[src/source/hdc_pkg.sv]
package hdc_pkg;

    // hypervector and core sizes
    localparam int DIM = 64;
    localparam int NUM_CORES = 4;

    // signed vote counter, symmetric saturation
    localparam int CNT_W = 8;
    localparam int CNT_MAX = 127;

    // output streaming
    localparam int OUT_W = 16;
    localparam int NUM_WORDS = DIM / OUT_W;
    localparam int SEL_W = 2;

    // command word width
    localparam int CMD_W = 16;

    typedef enum logic [1:0] {
        OP_NOP   = 2'b00,
        OP_CLEAR = 2'b01,
        OP_ACCUM = 2'b10,
        OP_READ  = 2'b11
    } hdc_op_e;

    // one command word, two views
    // op sits in bits 15:14 in both
    typedef union packed {
        // accumulate: core select mask in the low bits
        struct packed {
            hdc_op_e                    op;
            logic [CMD_W-3-NUM_CORES:0] rsvd;
            logic [NUM_CORES-1:0]       core_mask;
        } accum;
        // read: slice index in the low bits
        struct packed {
            hdc_op_e                op;
            logic [CMD_W-3-SEL_W:0] rsvd;
            logic [SEL_W-1:0]       word_sel;
        } rd;
    } hdc_cmd_u;

endpackage
[src/source/result_stream.sv]
`timescale 1ns/100ps
`default_nettype none

module result_stream (
    input  logic                      clk,
    input  logic                      rst,
    input  logic                      rd_valid,
    input  logic [hdc_pkg::SEL_W-1:0] rd_sel,
    input  logic [hdc_pkg::DIM-1:0]   sign_vec,
    output logic                      out_valid,
    output logic [hdc_pkg::OUT_W-1:0] out_data,
    output logic [hdc_pkg::SEL_W-1:0] out_sel
);

    // sign vector viewed as slices, dimension 0 lands in bit 0 of slice 0
    logic [hdc_pkg::NUM_WORDS-1:0][hdc_pkg::OUT_W-1:0] slices;

    assign slices = sign_vec;

    always_ff @(posedge clk) begin
        if (rst) begin
            out_valid <= 1'b0;
        end else begin
            out_valid <= rd_valid;
        end
    end

    // slice mux into the output register
    always_ff @(posedge clk) begin
        if (rd_valid) begin
            out_data <= slices[rd_sel];
            out_sel  <= rd_sel;
        end
    end

endmodule

`default_nettype wire

[config.mk]
export PLATFORM = sky130hd
export DESIGN_NAME = result_stream
export DESIGN_NICKNAME = d
export VERILOG_FILES = /design/src/source/hdc_pkg.sv /design/src/source/result_stream.sv
export SDC_FILE = /design/constraint.sdc
export NUM_CORES = 1
export LEC_CHECK = 0
export BUFFER_PORTS_ARGS = -buffer_cell sky130_fd_sc_hd__buf_4
export CORE_ASPECT_RATIO = 1.2
export CORE_MARGIN = 3
export CORE_UTILIZATION = 40
export CTS_BUF_LIST = sky130_fd_sc_hd__clkbuf_16
export DETAILED_ROUTE_END_ITERATION = 10
export GPL_TIMING_DRIVEN = 0
export PLACE_DENSITY = 0.85
export SLEW_MARGIN = 20
export SYNTH_ARGS = -nofsm -noshare
export SYNTH_HDL_FRONTEND = slang
export SYNTH_SLANG_ARGS = --single-unit
[constraint.sdc]
create_clock -name clk -period 2.2 [get_ports clk]
set_input_delay 0.22 -clock clk [delete_from_list [all_inputs] [get_ports clk]]
set_output_delay 0.22 -clock clk [all_outputs]
set_load 0.05 [all_outputs]
==> impl_metrics.csv, run 1 <==
group,metric,value,unit
cells_and_area,fin_cells,162,
timing,hold_viol,0,
worst_setup_path,critPathCaptureType,"flip-flop",
drt,wire_per_inst,18.4,um
cts,clock_sinks,19,
timing,tightest_slew,0.241,ns
global_route,grt-ovfl-total,0,
timing,layout_setup_ws,1.08,ns
global_route,grt_max_degree,20,
worst_setup_path,worstSetupPathType,"in -> reg",
global_route,grt_pass1_vias,905,
yosys,ys_types,8,
cts,cts_tree,"done",
cells_and_area,area_growth,77.8,%
timing,maxSlewHeadroom,83.9,%
pwr,leakagePower,0.797,nW
timing,finalMaxSlewViolations,0,
cts,ctsResizeCount,0,
worst_setup_path,worst_ep_required_time,2.18,ns
cts,post_cts_buffers,0,
global_route,grtUsageTotal,19.8,%
die,die_y,60.5,um
yosys,syn_area,991,um2
timing,fin_crit_sh,51.0,%
cells_and_area,final_cell_area,0.00176,mm2
worst_hold_path,hold_start,"rst",
timing,rsz0062_at_grt,"false",
cts,cts.reportedPaths.clkPinSlew,0.05,ns
cts,cts_buffers,3,
drt,drtIter0Drc,38,
placement,dp_cells,158,
yosys,yosysSeqAreaShare,56.6,%
die,die-area,0.00311,mm2
cells_and_area,seq_area,561,um2
placement,gp_congestion,0.696,
worst_setup_path,cp-endpoint,"out_data[14]",
job,maxCapViolations,0,
yosys,synth_seq_cells,19,
die,initial_core_util,42.5,%
timing,setup_viol,0,
cells_and_area,nFillCells,161,
cells_and_area,final_cell_mix,"buf_4 (87), edfxtp_1 (18), mux4_2 (10), mux4_1 (6), clkbuf_16 (3)",
cells_and_area,layout_commonest_cell,"buf_4",
drt,drt-pass1-iter-count,4,
cells_and_area,diodes,0,
worst_setup_path,cp-start-kind,"primary input",
cells_and_area,drive_gt1_share,79.4,%
drt,drc_errors,0,
drt,vias,841,
timing,setup_tns,0,ns
timing,min_period,1.12,ns
pwr,total_power,1.16,mW
drt,viasPerCell,5.19,
cts,cts-htree-levels,1,
die,coreArea,0.00233,mm2
drt,routed_wl,2970,um
pwr,ir_drop,0.466,mV
die,die_w,51.4,um
cells_and_area,multi_input_comb_area,389,um2
pwr,power_per_cell_area,660,mW/mm2
yosys,synthCells,40,
cts,postCtsHoldBufs,0,
global_route,grt_pass1_wl,4390,um
cells_and_area,finish.utilization,75.6,%
yosys,syn_avg_cell_area,24.8,um2
timing,fmax,0.891,GHz
worst_hold_path,hold_class,"in -> reg",
worst_setup_path,crit_arrival,1.10,ns
yosys,yosys_warnings,0,
placement,port_buffers,87,
run_status,status,"finished, final reports clean",
placement,post-place-ws,0.817,ns
placement,placed_area,0.00168,mm2
timing,hold_slack,0.128,ns
yosys,synth_nets,109,
cells_and_area,nets,201,
cts,root_buffer,"clkbuf_16",
die,rows,19,
cts,cts_buffer_depth,2,
global_route,antenna_found_initial,0,
placement,hpwl,2340,um
die,ios,88,
worst_setup_path,crit_start,"rd_sel[0]",
worst_setup_path,path_max_fanout,10,
drt,drtAntennaViolNets,0,
[Yosys cell counts]
cell type	instances	area share (%)
buf_2	2	1.0
dfxtp_1	1	2.0
nor2b_1	1	0.63
mux4_1	6	16
buf_12	1	2.0
mux4_2	10	23
edfxtp_1	18	55
buf_6	1	1.1
[worst min path at each step]
stage                           end  slack, ns  cells after the start
after floorplan           out_valid       0.29                      1
after global placement    out_valid       0.38                      2
after detailed placement  out_valid       0.38                      2
after CTS                 out_valid       0.13                      2
after global routing      out_valid       0.14                      2
final                     out_valid       0.13                      2
[cell type report]
type                       count  area share, %
clock inverter                 1          0.213
clock buffer                   3           4.26
tap                           31           2.20
timing repair buffer          87           37.1
buffer                         4           2.34
multi-input combinational     17           22.1
sequential                    19           31.8
[cell families after synthesis]
kind of cell / count (synthesis) / synth area share (%)
buf+inv: 4 / 4.17
flops: 19 / 56.6
mux: 16 / 38.6
simple gates: 1 / 0.632
[metal layers]
metal / up-vias / GRT usage [%] / wire [um]
met5: - / 0 / 0
met4: 0 / 7.49 / 43
met3: 4 / 4.18 / 257
met2: 54 / 38.2 / 1650
met1: 412 / 20.9 / 1030
li1: 371 / - / -
[state kept, by name (all words and copies together), names as in the netlist]
register	cells
out_sel	2
out_data	16
out_valid	1
[critical path, cell delays in order]
cell and delay, ns:
buf_4 0.09, buf_6 0.13, buf_12 0.15, mux4_2 0.51
[where the power goes]
| group | internal (mW) | switching [mW] | total (mW) |
|---|---|---|---|
| logic | 0.169 | 0.185 | 0.354 |
| registers | 0.440 | 0.0104 | 0.450 |
| clock network | 0.241 | 0.118 | 0.359 |
Power figures use the tool's default switching activity.
==> run 2, diff against run 1 <==
Settings changed: CORE_UTILIZATION 40 to 37, PLACE_DENSITY 0.85 to 0.79.
Clock period 2.2 ns to 1.2 ns, I/O delays scaled along.
==> run 2 against run 1 <==
  * Via count decreased by 4.9%
  * Cell count unchanged
  * Clock power increased by 85%
  * Utilization decreased by 2.9 points
  * Cell area about the same
  * Critical path depth unchanged
  * Clock-buffer cell count unchanged
  * Setup slack got worse by 0.91 ns
  * Largest power group unchanged
  * Worst hold slack got worse by 0.094 ns
  * Die area increased by 7.2%
==> impl_metrics.csv, run 2 (synthesis gave the netlist of run 1 again) <==
group,metric,value,unit
run_status,status,"finished, final reports clean",
worst_setup_path,critPathCaptureType,"flip-flop",
global_route,grtUsageTotal,17.1,%
timing,hold_slack,0.0338,ns
worst_hold_path,holdPathEnd,"out_valid",
cts,cts_buffers,3,
drt,drtIter0Drc,8,
timing,finalMaxSlewViolations,0,
cts,postCtsHoldBufs,0,
timing,min_period,1.03,ns
cells_and_area,regMostFlops,"out_data",
timing,fin_crit_sh,86.1,%
drt,wire_per_inst,16.2,um
worst_hold_path,hold_depth,2,
worst_setup_path,worst_ep_required_time,1.18,ns
cts,cts-htree-levels,1,
drt,drtAntennaViolNets,0,
global_route,grt_pass1_vias,888,
pwr,leakagePower,0.796,nW
cells_and_area,diodes,0,
worst_hold_path,hold_start,"rst",
cells_and_area,finish.utilization,72.7,%
drt,drc_errors,0,
timing,setup_tns,0,ns
global_route,grt_max_degree,20,
cells_and_area,largestRegisters,"out_data: 16 flops, out_sel: 2 flops, out_valid: 1 flops",
cells_and_area,fin_cells,162,
cells_and_area,drive_gt1_share,80.2,%
die,die_w,53.2,um
pwr,total_power,2.13,mW
cells_and_area,final_cell_mix,"buf_4 (87), edfxtp_1 (18), mux4_2 (10), mux4_1 (6), clkbuf_16 (3)",
pwr,power_per_cell_area,1210,mW/mm2
placement,post-place-ws,-0.0982,ns
pwr,ir_drop,0.888,mV
cts,ctsResizeCount,0,
worst_hold_path,hold_class,"in -> reg",
die,coreArea,0.00242,mm2
worst_setup_path,path_max_fanout,10,
placement,hpwl,2210,um
drt,drt-pass1-iter-count,4,
cts,clock_sinks,19,
placement,dp_cells,158,
cells_and_area,area_growth,77.9,%
timing,rsz0062_at_grt,"false",
timing,hold_viol,0,
global_route,antenna_found_initial,0,
cts,cts_buffer_depth,2,
timing,setup_viol,0,
timing,fmax,0.968,GHz
timing,maxSlewHeadroom,84.7,%
cells_and_area,nets,201,
cells_and_area,largest_reg_flops,16,
die,initial_core_util,40.9,%
placement,placed_area,0.00168,mm2
cells_and_area,layout_commonest_cell,"buf_4",
die,die_y,62.7,um
cts,cts.reportedPaths.clkPinSlew,0.05,ns
worst_setup_path,worstSetupPathType,"in -> reg",
cts,root_buffer,"clkbuf_16",
global_route,grt-ovfl-total,0,
cts,cts_tree,"done",
drt,viasPerCell,4.94,
die,ios,88,
die,rows,19,
cells_and_area,nFillCells,177,
timing,layout_setup_ws,0.167,ns
worst_setup_path,crit_arrival,1.01,ns
drt,routed_wl,2620,um
worst_setup_path,cp-start-kind,"primary input",
global_route,grt_pass1_wl,4080,um
placement,gp_congestion,0.721,
die,die-area,0.00334,mm2
cts,post_cts_buffers,0,
placement,port_buffers,87,
drt,vias,800,
cells_and_area,final_cell_area,0.00176,mm2
timing,tightest_slew,0.230,ns
job,maxCapViolations,0,
[run 2: layout make-up]
class / instances / area (um2) / area share, %
Buffer: 4 / 41.3 / 2.34
Clock buffer: 3 / 75.1 / 4.26
Clock inverter: 1 / 5.00 / 0.284
Multi-Input combinational cell: 17 / 389 / 22.1
Sequential cell: 19 / 561 / 31.8
Tap cell: 31 / 38.8 / 2.20
Timing Repair Buffer: 87 / 653 / 37.0
[run 2: where the power goes]
| group | switching, mW | internal [mW] | total, mW |
|---|---|---|---|
| combinational | 0.332 | 0.310 | 0.642 |
| sequential | 0.0176 | 0.807 | 0.824 |
| clock | 0.217 | 0.446 | 0.663 |
[run 2: worst max-delay path, stage by stage]
cell and delay [ns]:
buf_4 0.09, buf_6 0.13, buf_12 0.15, mux4_2 0.51
[run 2: worst max path at each step]
stage / endpoint / slack (ns) / from / depth (start not counted)
global placement: out_data[8] / -0.09 / rd_sel[0] / 4
global route: out_data[7] / 0.11 / rd_sel[1] / 4
finish: out_data[7] / 0.17 / rd_sel[0] / 4
CTS: out_data[7] / 0.16 / rd_sel[0] / 4
detailed placement: out_data[7] / -0.1 / rd_sel[0] / 4
floorplan: out_data[10] / 0.08 / rd_sel[0] / 3
[run 2: layer usage]
layer,vias to the layer above,GRT usage (%),share of wire (%)
li1,369,-,-
met1,384,19.3,35
met2,42,30.1,57
met3,5,3.10,6.4
met4,0,7.67,2.0
met5,-,0,0
==> run 3, diff against run 2 <==
Settings changed: ABC_AREA set to 1, CORE_UTILIZATION 37 to 42.
==> run 3 against run 2 <==
  * Sequential power about the same
  * Utilization down 3.6 points
  * Critical path depth down 3
  * Global-route usage up 1.5 points
  * Largest cell class unchanged
  * Largest power group unchanged
==> impl_metrics.csv, run 3 <==
group,metric,value,unit
run_status,status,"finished, final reports clean",
die,initial_core_util,44.2,%
worst_setup_path,critPathTopFamily,"flip-flops",
die,die-area,0.00400,mm2
yosys,ys_types,11,
drt,wire_per_inst,10.8,um
worst_setup_path,max_stage_delay,0.39,ns
cts,root_buffer,"clkbuf_16",
drt,drtIter0Drc,37,
pwr,p_comb_share,33.2,%
placement,port_buffers,87,
pwr,seq_power_share,36.7,%
timing,fmax,1.04,GHz
yosys,synthTopCellsByArea,"edfxtp_1 (39%), nand2_1 (22%), inv_1 (18%)",
drt,routed_wl,3640,um
die,die_y,68.7,um
yosys,synth_seq_cells,19,
timing,min_period,0.961,ns
cts,cts.reportedPaths.clkPinSlew,0.05,ns
worst_setup_path,critPathCaptureType,"primary output",
cells_and_area,fin_cells,336,
pwr,power.switching,0.675,mW
cells_and_area,nets,370,
cts,post_cts_buffers,0,
yosys,synthCells,209,
timing,fin_crit_sh,80.1,%
cells_and_area,area_growth,56.6,%
timing,maxSlewHeadroom,83.1,%
pwr,ir_drop,0.739,mV
cells_and_area,layout_commonest_cell,"buf_4",
global_route,grt_pass1_wl,5670,um
placement,dp_cells,332,
cts,cts-htree-levels,1,
timing,layout_setup_ws,0.239,ns
drt,route.met2.wl,2040,um
worst_hold_path,hold_depth,2,
pwr,power_per_cell_area,1040,mW/mm2
placement,post-place-ws,0.179,ns
drt,drc_errors,0,
pwr,swShare,30.2,%
global_route,grt_max_degree,20,
pwr,pwr-share-clk,30.1,%
cts,postCtsHoldBufs,0,
pwr,leakagePower,1.33,nW
yosys,synth_commonest_cells,"nand2_1 (80), inv_1 (65), nand3_1 (32)",
cells_and_area,nFillCells,291,
worst_hold_path,hold_class,"in -> reg",
worst_setup_path,worstSetupPathType,"reg -> out",
worst_setup_path,slowest_stage,"edfxtp_1",
yosys,async_flop_share,0,%
timing,rsz0062_at_grt,"false",
worst_setup_path,worstPathCellList,"buf_4",
yosys,yosys_warnings,0,
cts,cts_buffers,3,
global_route,antenna_found_initial,0,
timing,setup_tns,0,ns
drt,viasPerCell,4.38,
placement,gp_congestion,0.777,
yosys,synth.most_common_cell,"nand2_1",
global_route,grt-ovfl-total,0,
global_route,grt_pass1_vias,1318,
drt,vias,1471,
drt,drt-pass1-iter-count,4,
worst_setup_path,worst_ep_required_time,1.08,ns
timing,setup_viol,0,
worst_setup_path,crit_buf_inv,1,
drt,highest_layer,"met4",
cts,clock_sinks,19,
timing,tightest_slew,0.253,ns
cells_and_area,diodes,0,
yosys,yosysTopAreaCell,"edfxtp_1",
yosys,yosysTopAreaCellShare,39.3,%
worst_hold_path,hold_start,"rst",
drt,met1_length,1400,um
placement,hpwl,2900,um
cts,cts_tree,"done",
drt,dr_wl_met3,182,um
pwr,power.internal,1.56,mW
drt,drtAntennaViolNets,0,
yosys,ys.flop_type,"edfxtp_1",
worst_setup_path,crit_arrival,0.84,ns
die,coreArea,0.00311,mm2
timing,finalMaxSlewViolations,0,
timing,hold_viol,0,
die,ios,88,
worst_hold_path,holdPathEnd,"out_valid",
cells_and_area,drive_gt1_share,34.0,%
worst_setup_path,cp-start-kind,"flip-flop",
die,die_w,58.2,um
cells_and_area,largestRegisters,"out_data: 16 flops, out_sel: 2 flops, out_valid: 1 flops",
cells_and_area,largest_reg_flops,16,
global_route,grtUsageTotal,18.7,%
yosys,synth_nets,278,
cts,cts_buffer_depth,2,
worst_setup_path,path_max_fanout,1,
yosys,synth_edf_count,18,
yosys,yosysSeqAreaShare,40.8,%
job,maxCapViolations,0,
yosys,syn_avg_cell_area,6.57,um2
cells_and_area,regMostFlops,"out_data",
cts,ctsResizeCount,0,
die,rows,22,
cells_and_area,final_cell_mix,"buf_4 (90), nand2_1 (80), inv_1 (66), nand3_1 (32), edfxtp_1 (18)",
yosys,syn_area,0.00137,mm2
run 3: cell count changes after synthesis, sizes merged:
cell	before	now
nand2	0	80
inv	0	67
nand3	0	32
mux4	16	0
buf	4	10
nor2	0	1
nor2b	1	0
run 3: power by group through the flow:
stage / clock (mW) / combinational [mW] / sequential, mW
after detailed placement: 0 / 0.748 / 0.834
final: 0.673 / 0.741 / 0.821
after global routing: 0.706 / 0.805 / 0.826
after CTS: 0.692 / 0.749 / 0.822
after global placement: 0 / 0.738 / 0.831
after floorplan: 0 / 0.202 / 1.06
run 3: worst max-delay path by stage:
| stage | startpoint | endpoint | slack [ns] | cells past startpoint |
|---|---|---|---|---|
| after CTS | out_data[3] | out_data[3] | 0.22 | 1 |
| after detailed placement | rd_sel[0] | out_data[3] | 0.18 | 7 |
| after global placement | rd_sel[0] | out_data[4] | 0.19 | 7 |
| final | out_data[3] | out_data[3] | 0.24 | 1 |
| after floorplan | rd_sel[0] | out_data[10] | 0.39 | 6 |
| after global routing | out_data[3] | out_data[3] | 0.21 | 1 |
run 3: per-layer routing:
layer / up-vias / GRT usage, %
met5: - / 0
met4: 0 / 5.22
met3: 2 / 2.23
met2: 49 / 37.7
met1: 637 / 20.2
li1: 783 / -
run 3: final cells by class:
type	instances	area (um2)	share of cell area (%)
inverters	67	254	11.8
multi-input cells	113	464	21.6
repair buffers	87	653	30.4
flip-flops and latches	19	561	26.1
well taps	36	45.0	2.09
clock buffers	3	75.1	3.49
plain buffers	10	95.1	4.42
clock inverters	1	3.75	0.175
run 3: cell families (layout without fill, tap and decap cells):
| logic type | after synthesis | count (layout) | share of synthesized area (%) |
|---|---|---|---|
| buf+inv | 77 | 168 | 25.4 |
| flops | 19 | 19 | 40.8 |
| simple gates | 113 | 113 | 33.8 |
run 3: metrics by stage:
step	hold WS (ns)	utilization [%]	area [um2]	power, mW
after global routing	0.0187	69.1	2150	2.34
after floorplan	0.191	-	1370	1.26
after CTS	0.0163	69.1	2150	2.26
after detailed placement	0.280	66.6	2070	1.58
after global placement	0.276	66.6	2070	1.57
final	0.0222	69.1	2150	2.23
