**config.mk**
```make
export PLATFORM = sky130hd
export DESIGN_NAME = cmd_decode_flat
export DESIGN_NICKNAME = d
export VERILOG_FILES = /design/src/source/hdc_pkg.sv /design/src/source/hdc_op_if.sv /design/src/source/cmd_decode.sv /design/src/flat_wrapper.sv
export SDC_FILE = /design/constraint.sdc
export NUM_CORES = 1
export LEC_CHECK = 0
export BUFFER_PORTS_ARGS = -buffer_cell sky130_fd_sc_hd__buf_4
export CAP_MARGIN = 10
export CORE_AREA = 3 3 210 212
export CTS_BUF_LIST = sky130_fd_sc_hd__clkbuf_16
export DETAILED_ROUTE_END_ITERATION = 8
export DIE_AREA = 0 0 213 215
export SYNTH_ARGS = -nofsm -noshare
export SYNTH_HDL_FRONTEND = slang
export SYNTH_SLANG_ARGS = --single-unit
```
**constraint.sdc**
```tcl
create_clock -name clk -period 0.8 [get_ports clk]
set_input_delay 0.04 -clock clk [delete_from_list [all_inputs] [get_ports clk]]
set_output_delay 0.04 -clock clk [all_outputs]
set_load 0.01 [all_outputs]
```
**src/source/hdc_pkg.sv**
```systemverilog
package hdc_pkg;

    // hypervector and core sizes
    localparam int DIM = 64;
    localparam int NUM_CORES = 4;

    // signed vote counter, symmetric saturation
    localparam int CNT_W = 8;
    localparam int CNT_MAX = 127;

    // output streaming
    localparam int OUT_W = 16;
    localparam int NUM_WORDS = DIM / OUT_W;
    localparam int SEL_W = 2;

    // command word width
    localparam int CMD_W = 16;

    typedef enum logic [1:0] {
        OP_NOP   = 2'b00,
        OP_CLEAR = 2'b01,
        OP_ACCUM = 2'b10,
        OP_READ  = 2'b11
    } hdc_op_e;

    // one command word, two views
    // op sits in bits 15:14 in both
    typedef union packed {
        // accumulate: core select mask in the low bits
        struct packed {
            hdc_op_e                    op;
            logic [CMD_W-3-NUM_CORES:0] rsvd;
            logic [NUM_CORES-1:0]       core_mask;
        } accum;
        // read: slice index in the low bits
        struct packed {
            hdc_op_e                op;
            logic [CMD_W-3-SEL_W:0] rsvd;
            logic [SEL_W-1:0]       word_sel;
        } rd;
    } hdc_cmd_u;

endpackage
```
**src/source/hdc_op_if.sv**
```systemverilog
`timescale 1ns/100ps
`default_nettype none

// decoded operation, decode stage to execute stage
interface hdc_op_if;

    // one-cycle strobe, exactly one of the do_* flags set with it
    logic op_valid;
    logic do_clear;
    logic do_accum;
    logic do_read;

    // operands
    logic [hdc_pkg::NUM_CORES-1:0] core_mask;
    logic [hdc_pkg::SEL_W-1:0]     word_sel;

    // core hypervectors captured with the command
    logic [hdc_pkg::NUM_CORES-1:0][hdc_pkg::DIM-1:0] core_vec;

    modport src (
        output op_valid,
        output do_clear,
        output do_accum,
        output do_read,
        output core_mask,
        output word_sel,
        output core_vec
    );

    modport dst (
        input op_valid,
        input do_clear,
        input do_accum,
        input do_read,
        input core_mask,
        input word_sel,
        input core_vec
    );

endinterface

`default_nettype wire

```
**src/source/cmd_decode.sv**
```systemverilog
`timescale 1ns/100ps
`default_nettype none

module cmd_decode (
    input  logic                                            clk,
    input  logic                                            rst,
    input  logic                                            cmd_valid,
    input  hdc_pkg::hdc_cmd_u                               cmd_word,
    input  logic [hdc_pkg::NUM_CORES-1:0][hdc_pkg::DIM-1:0] core_result,
    hdc_op_if.src                                           op
);

    hdc_pkg::hdc_op_e opcode;
    logic             is_op;

    // opcode field is common to both views
    assign opcode = cmd_word.accum.op;

    // nop never leaves this stage
    assign is_op = cmd_valid && (opcode != hdc_pkg::OP_NOP);

    // control strobes
    always_ff @(posedge clk) begin
        if (rst) begin
            op.op_valid <= 1'b0;
            op.do_clear <= 1'b0;
            op.do_accum <= 1'b0;
            op.do_read  <= 1'b0;
        end else begin
            op.op_valid <= is_op;
            op.do_clear <= is_op && (opcode == hdc_pkg::OP_CLEAR);
            op.do_accum <= is_op && (opcode == hdc_pkg::OP_ACCUM);
            op.do_read  <= is_op && (opcode == hdc_pkg::OP_READ);
        end
    end

    // operand fields, taken from the view that matches the opcode
    always_ff @(posedge clk) begin
        if (cmd_valid) begin
            if (opcode == hdc_pkg::OP_ACCUM) begin
                op.core_mask <= cmd_word.accum.core_mask;
            end else begin
                op.core_mask <= '0;
            end
            if (opcode == hdc_pkg::OP_READ) begin
                op.word_sel <= cmd_word.rd.word_sel;
            end else begin
                op.word_sel <= '0;
            end
            // core vectors sampled together with the strobe
            op.core_vec <= core_result;
        end
    end

endmodule

`default_nettype wire

```
**src/flat_wrapper.sv**
```systemverilog
// flat-port wrapper written by rule: the top's interface ports become plain ports
module cmd_decode_flat 
  (clk, rst, cmd_valid, cmd_word, core_result, op_op_valid, op_do_clear, op_do_accum, op_do_read, op_core_mask, op_word_sel, op_core_vec);
  hdc_op_if op_i ();
  input  logic clk;
  input  logic rst;
  input  logic cmd_valid;
  input  hdc_pkg::hdc_cmd_u cmd_word;
  input  logic [hdc_pkg::NUM_CORES-1:0][hdc_pkg::DIM-1:0] core_result;
  output wire logic [$bits(op_i.op_valid)-1:0] op_op_valid;
  output wire logic [$bits(op_i.do_clear)-1:0] op_do_clear;
  output wire logic [$bits(op_i.do_accum)-1:0] op_do_accum;
  output wire logic [$bits(op_i.do_read)-1:0] op_do_read;
  output wire logic [$bits(op_i.core_mask)-1:0] op_core_mask;
  output wire logic [$bits(op_i.word_sel)-1:0] op_word_sel;
  output wire logic [$bits(op_i.core_vec)-1:0] op_core_vec;
  assign op_op_valid = op_i.op_valid;
  assign op_do_clear = op_i.do_clear;
  assign op_do_accum = op_i.do_accum;
  assign op_do_read = op_i.do_read;
  assign op_core_mask = op_i.core_mask;
  assign op_word_sel = op_i.word_sel;
  assign op_core_vec = op_i.core_vec;
  cmd_decode u_core (.clk(clk), .rst(rst), .cmd_valid(cmd_valid), .cmd_word(cmd_word), .core_result(core_result), .op(op_i));
endmodule
```
==> impl_summary.log, run 1 <==
[metrics] transition time at the pin with the least slew margin: 0.418 ns
[metrics] Tightest Hold Check Type: primary input to flop
[metrics] proportion of layout cells with a drive suffix above 1: 0.527
[metrics] io pins: 541
[metrics] run status: finished, violations left
[metrics] vias in the first global route: 7205
[metrics] register clock-pin slew on the reported worst setup and hold paths: 0.06 ns
[metrics] Clk Tree Root Cell: sky130_fd_sc_hd__clkbuf_16
[metrics] syn_area_per_cell: 28.7 µm²
[metrics] Buf+Inv Stages, Crit Path: 1
[metrics] data required time at the worst endpoint: 0.76 ns
[metrics] time the worst path needs with I/O delays and setup: 1.20 ns
[metrics] Clock H-tree levels: 1
[metrics] Synth top area share: 0.978
[metrics] Core Region: 42100 µm²
[metrics] top-count cell post-synth: sky130_fd_sc_hd__edfxtp_1
[metrics] Antenna Violating Nets Remaining: 0
[metrics] die area: 45800 µm²
[metrics] most frequent cells after synthesis: 262 x sky130_fd_sc_hd__edfxtp_1, 4 x sky130_fd_sc_hd__and2_1, 4 x sky130_fd_sc_hd__dfxtp_1
[metrics] start-to-end type of the worst setup path: flop to output pin
[metrics] launching element type of the critical path: flop
[metrics] Leak Pwr: 0.00730 µW
[metrics] share of the yosys chip area belonging to registers: 0.988
[metrics] total wirelength of the detailed-routed design: approximately 31000 µm
[metrics] router iterations before antenna repair: 5
[metrics] data arrival time at the worst-slack endpoint: between 1 and 1.5 ns
[metrics] setup repair after global routing missed its margin: yes
[metrics] Maximum Capacitance Violations: 0
[metrics] maximum fanout encountered on the critical timing path: 1
[metrics] ys async rst share: 0
[metrics] Rows: 75
[metrics] largest family of logic cells by synthesized area: simple AND/OR/NAND/NOR gates
[metrics] maximum clock frequency: roughly 0.83 GHz
[metrics] endpoints failing setup: roughly 270
[metrics] Layout Utilization: 0.417
[metrics] share of the cycle needed by the critical path after routing: 1.50
[metrics] x dimension of the die: approximately 210 µm
[metrics] fraction of synthesized cell area in xor and xnor cells: 0
[metrics] critical-path cell list: buf_6
[metrics] number of pins with negative max-slew slack in the final report: 0
[metrics] Die Y: 215 µm
[metrics] Max stage delay cell, worst path: sky130_fd_sc_hd__edfxtp_1
[metrics] Filler cells: 3671
[metrics] 1st-iter DRT viols: 226
[metrics] leading register cell type out of synthesis: sky130_fd_sc_hd__edfxtp_1
[metrics] most area-hungry cell type in the Yosys netlist: sky130_fd_sc_hd__edfxtp_1
[metrics] CP top delay family: flip-flops
[metrics] main area contributors after synthesis: sky130_fd_sc_hd__edfxtp_1 98%, sky130_fd_sc_hd__dfxtp_1 1.0%, sky130_fd_sc_hd__and2_1 0.31%
[metrics] wire length of the first global-routing pass: 44400 µm
[metrics] detailed-route vias per instance: 3.68
[metrics] fin worst setup slack: -0.399 ns
[metrics] instance count of the mapped netlist: 280
[metrics] Syn. warnings: 0
[metrics] Syn-to-layout area delta: 119%
[metrics] synthesized-area fraction occupied by and/or/nand/nor cells: 0.0121
[metrics] TritonCTS clock tree: built
[metrics] placed wire-length estimate: 21200 µm
[metrics] net count reported at finish: roughly 1400
[metrics] number of buffers inserted during clock tree synthesis: 29
[metrics] count of cell types in the netlist: 9
[metrics] starting density of the core: 0.191
[metrics] total count of hold-check failures in the final report: 0
[metrics] delay of the slowest critical-path stage: 0.44 ns
[metrics] final weighted congestion in routability-driven placement: 0.794
[metrics] overall routing resource usage: 0.130
[metrics] count of state elements after synthesis: 266
[metrics] synthesized net count: 555
[metrics] number of enable flip-flop cells after synthesis: 262
[metrics] summed instance area of the synthesized netlist: 8050 µm²
[metrics] type of destination of the critical path: output pin
[metrics] buffers inserted during post-CTS setup optimization: 0
[metrics] Power, Total: 35100 µW
[metrics] worst supply voltage drop on vdd: 1.87 mV
[metrics] WL per Instance: 18.4 µm
[metrics] port buffer count: between 500 and 600
[metrics] global route total overflow: 0
[metrics] number of buffers between clock root and the deepest sink: 3
[metrics] failing checks: setup timing
[metrics] relative slew slack: 0.722
[metrics] post-synthesis compound-gate area fraction: 0
[metrics] number of antenna violations at the first check in global routing: 4
[metrics] TritonCTS sink count: 266
[metrics] via count: 6268
[metrics] arithmetic-cell share of the synthesized area counting full adders, half adders and majority gates: 0
[metrics] multiplexer area fraction after synthesis: 0
[metrics] Pwr Density: 2000 nW/µm²
[metrics] count of unresolved DRC violations after routing: 0
[metrics] maximum number of pins on one net before global-route repair: 29
[timing repair]
item,4_1_cts,5_1_grt
setup endpoints to repair,266,356
endpoints found under the hold margin,283,3
hold buffers,268,1
gates resized for setup,198,63
[per-layer routing]
layer / global-route usage / wire, µm
met1: 0.132 / 10600
met2: 0.240 / 16400
met4: 0.0521 / 1370
met3: 0.0468 / 2960
met5: 0 / 0
[cell families (layout without fill, tap and decap cells)]
logic type    after synthesis  count (layout)
flops                     266             266
simple gates               14              14
buf+inv                     0             881
other cells                 0               2
[report_power, final]
part | internal, µW | switching [µW]
registers | 16600 | 547
clock network | 7170 | 5280
logic | 3640 | 1950
[registers in the layout, indices dropped and copies added, names as in the netlist]
name / flops
u_core.op.core_mask: 4
u_core.op.core_vec: 256
u_core.op.do_accum: 1
u_core.op.do_clear: 1
u_core.op.do_read: 1
u_core.op.op_valid: 1
u_core.op.word_sel: 2
[worst paths after layout]
kind	start	end	slack (ns)	cells past startpoint
min	cmd_valid	u_core.op.core_vec[189]	0.01	3
max	u_core.op.core_vec[0]	op_core_vec[0]	-0.40	1
[metrics by stage]
step	area (µm²)	hold slack (ns)	std cells	TNS, ns	setup WS (ns)
floorplan	8050	0.116	280	0	0.264
global placement	13100	0.218	1382	-2.36	-0.0555
detailed placement	13100	0.219	1382	-3.46	-0.0964
CTS	17400	0.00904	1701	-108.49	-0.444
global route	17600	0.0176	1702	-98.50	-0.473
finish	17600	0.0149	1702	-83.36	-0.399
[cells in the final DEF, fill, tap and decap left out, drive strengths merged]
cell type / n
nor2: 3
dlymetal6s4s: 3
nand2b: 1
nand2: 1
dfxtp: 4
dlygate4sd3: 264
diode: 2
nor3b: 2
nor2b: 1
inv: 7
and2: 4
clkbuf: 29
edfxtp: 262
bufinv: 2
clkinv: 9
and3: 2
buf: 563
clkinvlp: 4
[final cells by class]
| cell class | instances | area (µm²) | share of cell area |
|---|---|---|---|
| Timing Repair Buffer | 830 | 7970 | 0.453 |
| Sequential cell | 266 | 7950 | 0.452 |
| Clock buffer | 29 | 726 | 0.0413 |
| Tap cell | 539 | 674 | 0.0384 |
| Clock inverter | 22 | 158 | 0.00897 |
| Multi-Input combinational cell | 14 | 97.6 | 0.00555 |
| Antenna cell | 2 | 5.00 | 0.000285 |
(Power assumes the default switching activity.)
==> run 2, diff against run 1 <==
--- a/config.mk
+++ b/config.mk
@@ -11,6 +11,7 @@
 export CTS_BUF_LIST = sky130_fd_sc_hd__clkbuf_16
 export DETAILED_ROUTE_END_ITERATION = 8
 export DIE_AREA = 0 0 213 215
+export REMOVE_ABC_BUFFERS = 1
 export SYNTH_ARGS = -nofsm -noshare
 export SYNTH_HDL_FRONTEND = slang
 export SYNTH_SLANG_ARGS = --single-unit
==> constraint.sdc (replaced) <==
create_clock -name clk -period 0.8 [get_ports clk]
set_input_delay 0 -clock clk [delete_from_list [all_inputs] [get_ports clk]]
set_output_delay 0 -clock clk [all_outputs]
set_load 0.01 [all_outputs]
==> run 2 against run 1 <==
The flow still finishes with violations (setup timing). Largest cell class unchanged. Via count grew 0.67%. First-iteration DRC count grew 17%. Worst hold slack lost 0.013 ns. Die area is the same. Core utilization is essentially flat. Critical path type unchanged. Worst setup slack gained 0.070 ns. Non-clock buffer count grew 3. Routed wire length shrank 0.31%. Sequential power is essentially flat. Total power shrank 1.4%. Global-route usage shrank 0.30 points. Count of clock-buffer cells in the layout is the same. Largest power group unchanged.
==> impl_summary.log, run 2 (synthesis gave the netlist of run 1 again) <==
[metrics] launching element type of the critical path: flop
[metrics] CP top delay family: flip-flops
[metrics] Filler cells: 3667 (-0.11%)
[metrics] number of buffers between clock root and the deepest sink: 3 (unchanged)
[metrics] x dimension of the die: 213 µm (unchanged)
[metrics] relative slew slack: 0.631 (-0.0909)
[metrics] Max stage delay cell, worst path: sky130_fd_sc_hd__edfxtp_1
[metrics] overall routing resource usage: 0.127 (-0.00304)
[metrics] number of pins with negative max-slew slack in the final report: 0 (unchanged)
[metrics] via count: 6310 (+0.67%)
[metrics] crit path from: u_core.op.core_vec[241]
[metrics] TritonCTS sink count: 266 (unchanged)
[metrics] detailed-route vias per instance: 3.71 (+0.73%)
[metrics] die area: 45800 µm² (unchanged)
[metrics] run status: finished, violations left
[metrics] Antenna Violating Nets Remaining: 0 (unchanged)
[metrics] delay of the slowest critical-path stage: 0.43 ns (about the same)
[metrics] Layout Utilization: 0.417 (about the same)
[metrics] time the worst path needs with I/O delays and setup: 1.13 ns (-0.0699 ns)
[metrics] setup repair after global routing missed its margin: yes
[metrics] transition time at the pin with the least slew margin: 0.554 ns (+0.136 ns)
[metrics] io pins: 541 (unchanged)
[metrics] non-filler instance count after layout: 1701 (-0.059%)
[metrics] Tightest Hold Check Type: primary input to flop
[metrics] placed wire-length estimate: 21300 µm (+0.22%)
[metrics] share of the cycle needed by the critical path after routing: 1.41 (-0.0874)
[metrics] worst hold slack: 0.00224 ns (-0.0127 ns)
[metrics] number of antenna violations at the first check in global routing: 3 (-1)
[metrics] minimum setup slack after placement: -0.0210 ns (+0.0755 ns)
[metrics] number of instances in the placed design: 1380 (-0.14%)
[metrics] endpoints failing setup: 341 (+27%)
[metrics] Rows: 75 (unchanged)
[metrics] register clock-pin slew on the reported worst setup and hold paths: 0.06 ns (about the same)
[metrics] Die Y: 215 µm (unchanged)
[metrics] maximum number of pins on one net before global-route repair: 29 (unchanged)
[metrics] Pwr Density: 1970 nW/µm² (-1.3%)
[metrics] maximum fanout encountered on the critical timing path: 1 (unchanged)
[metrics] final weighted congestion in routability-driven placement: 0.798 (+0.50%)
[metrics] router iterations before antenna repair: 5 (unchanged)
[metrics] total wirelength of the detailed-routed design: 31200 µm (-0.31%)
[metrics] start-to-end type of the worst setup path: flop to output pin
[metrics] maximum clock frequency: 0.886 GHz (+6.2%)
[metrics] leading cell types in the layout, fill and taps excluded: 298 x sky130_fd_sc_hd__buf_4, 269 x sky130_fd_sc_hd__dlygate4sd3_1, 262 x sky130_fd_sc_hd__edfxtp_1
[metrics] type of destination of the critical path: output pin
[metrics] global route total overflow: 0 (unchanged)
[metrics] port buffer count: 530 (unchanged)
[metrics] failing checks: setup timing
[metrics] Maximum Capacitance Violations: 0 (unchanged)
[metrics] Leak Pwr: 0.00730 µW (about the same)
[metrics] WL per Instance: 18.4 µm (-0.25%)
[metrics] count of unresolved DRC violations after routing: 0 (unchanged)
[metrics] critical-path cell list: buf_6
[metrics] number of buffers inserted during clock tree synthesis: 28 (-3.4%)
[metrics] 1st-iter DRT viols: 264 (+17%)
[metrics] registers with the highest flip-flop counts: u_core.op.core_vec (256), u_core.op.core_mask (4), u_core.op.word_sel (2)
[metrics] total count of hold-check failures in the final report: 0 (unchanged)
[metrics] vias in the first global route: 7185 (-0.28%)
[metrics] data required time at the worst endpoint: 0.80 ns (+0.04 ns)
[metrics] Clk Tree Root Cell: sky130_fd_sc_hd__clkbuf_16
[metrics] number of flip-flops in the largest register: 256 (unchanged)
[metrics] TritonCTS clock tree: built
[metrics] fin worst setup slack: -0.329 ns (+0.0699 ns)
[metrics] placed instance area: 13000 µm² (-0.11%)
[metrics] starting density of the core: 0.191 (unchanged)
[metrics] commonest non-fill, non-tap cell in the layout: sky130_fd_sc_hd__buf_4
[metrics] summed area of non-filler cells in the final layout: 17600 µm² (about the same)
[metrics] Clock H-tree levels: 1 (unchanged)
[metrics] data arrival time at the worst-slack endpoint: 1.13 ns (-0.03 ns)
[metrics] register with the most flip-flops: u_core.op.core_vec
[metrics] buffers inserted during post-CTS setup optimization: 0 (unchanged)
[metrics] net count reported at finish: 1418 (+0.14%)
[metrics] proportion of layout cells with a drive suffix above 1: 0.521 (-0.00603)
[metrics] Syn-to-layout area delta: 118% (about the same)
[metrics] Core Region: 42100 µm² (unchanged)
[metrics] wire length of the first global-routing pass: 43700 µm (-1.5%)
[metrics] worst min-delay path startpoint: cmd_valid
[metrics] worst supply voltage drop on vdd: 1.77 mV (-5.7%)
[metrics] Buf+Inv Stages, Crit Path: 1 (unchanged)
## run 2: worst paths after layout
check,endpoint,slack [ns],cells past startpoint
max,op_core_vec[241],-0.33,1
min,u_core.op.core_vec[140],0.002,3
## run 2: routing by layer
layer  track usage  wire length, µm  up-vias
li1              -                -     2866
met4        0.0488             1070        0
met2         0.233            16500      365
met5             0                0        -
met3        0.0465             2830       52
met1         0.130            10800     3027
## run 2: worst min-delay path, delay by kind of cell
| family | cells | cell delay (ns) |
|---|---|---|
| buf+inv | 3 | 0.40 |
## run 2: cell type report
class / instances / area, µm² / share of cell area
flip-flops and latches: 266 / 7950 / 0.453
repair buffers: 833 / 8000 / 0.456
clock buffers: 29 / 726 / 0.0413
diodes: 1 / 2.50 / 0.000142
well taps: 539 / 674 / 0.0384
multi-input cells: 14 / 97.6 / 0.00556
clock inverters: 19 / 113 / 0.00641
## run 2: power by group
group | switching, µW | internal, µW | total (µW)
registers | 538 | 16600 | 17100
logic | 1970 | 3650 | 5620
clock network | 5140 | 6800 | 11900
total | 7650 | 27000 | 34700
## run 2: timing repair
action                                  CTS  global route
hold buffers                            275             3
gates resized for setup                 204            57
gates cloned                              0             0
hold endpoints to repair                379            14
endpoints found under the setup margin  266           370
## run 2: metrics by stage
stage | setup TNS [ns] | total power, µW
6_report | -79.58 | 34700
5_1_grt | -96.77 | 36000
4_1_cts | -105.56 | 35000
3_5_place_dp | -0.0210 | 21100
3_3_place_gp | -0.00740 | 21000
2_1_floorplan | 0 | 17700
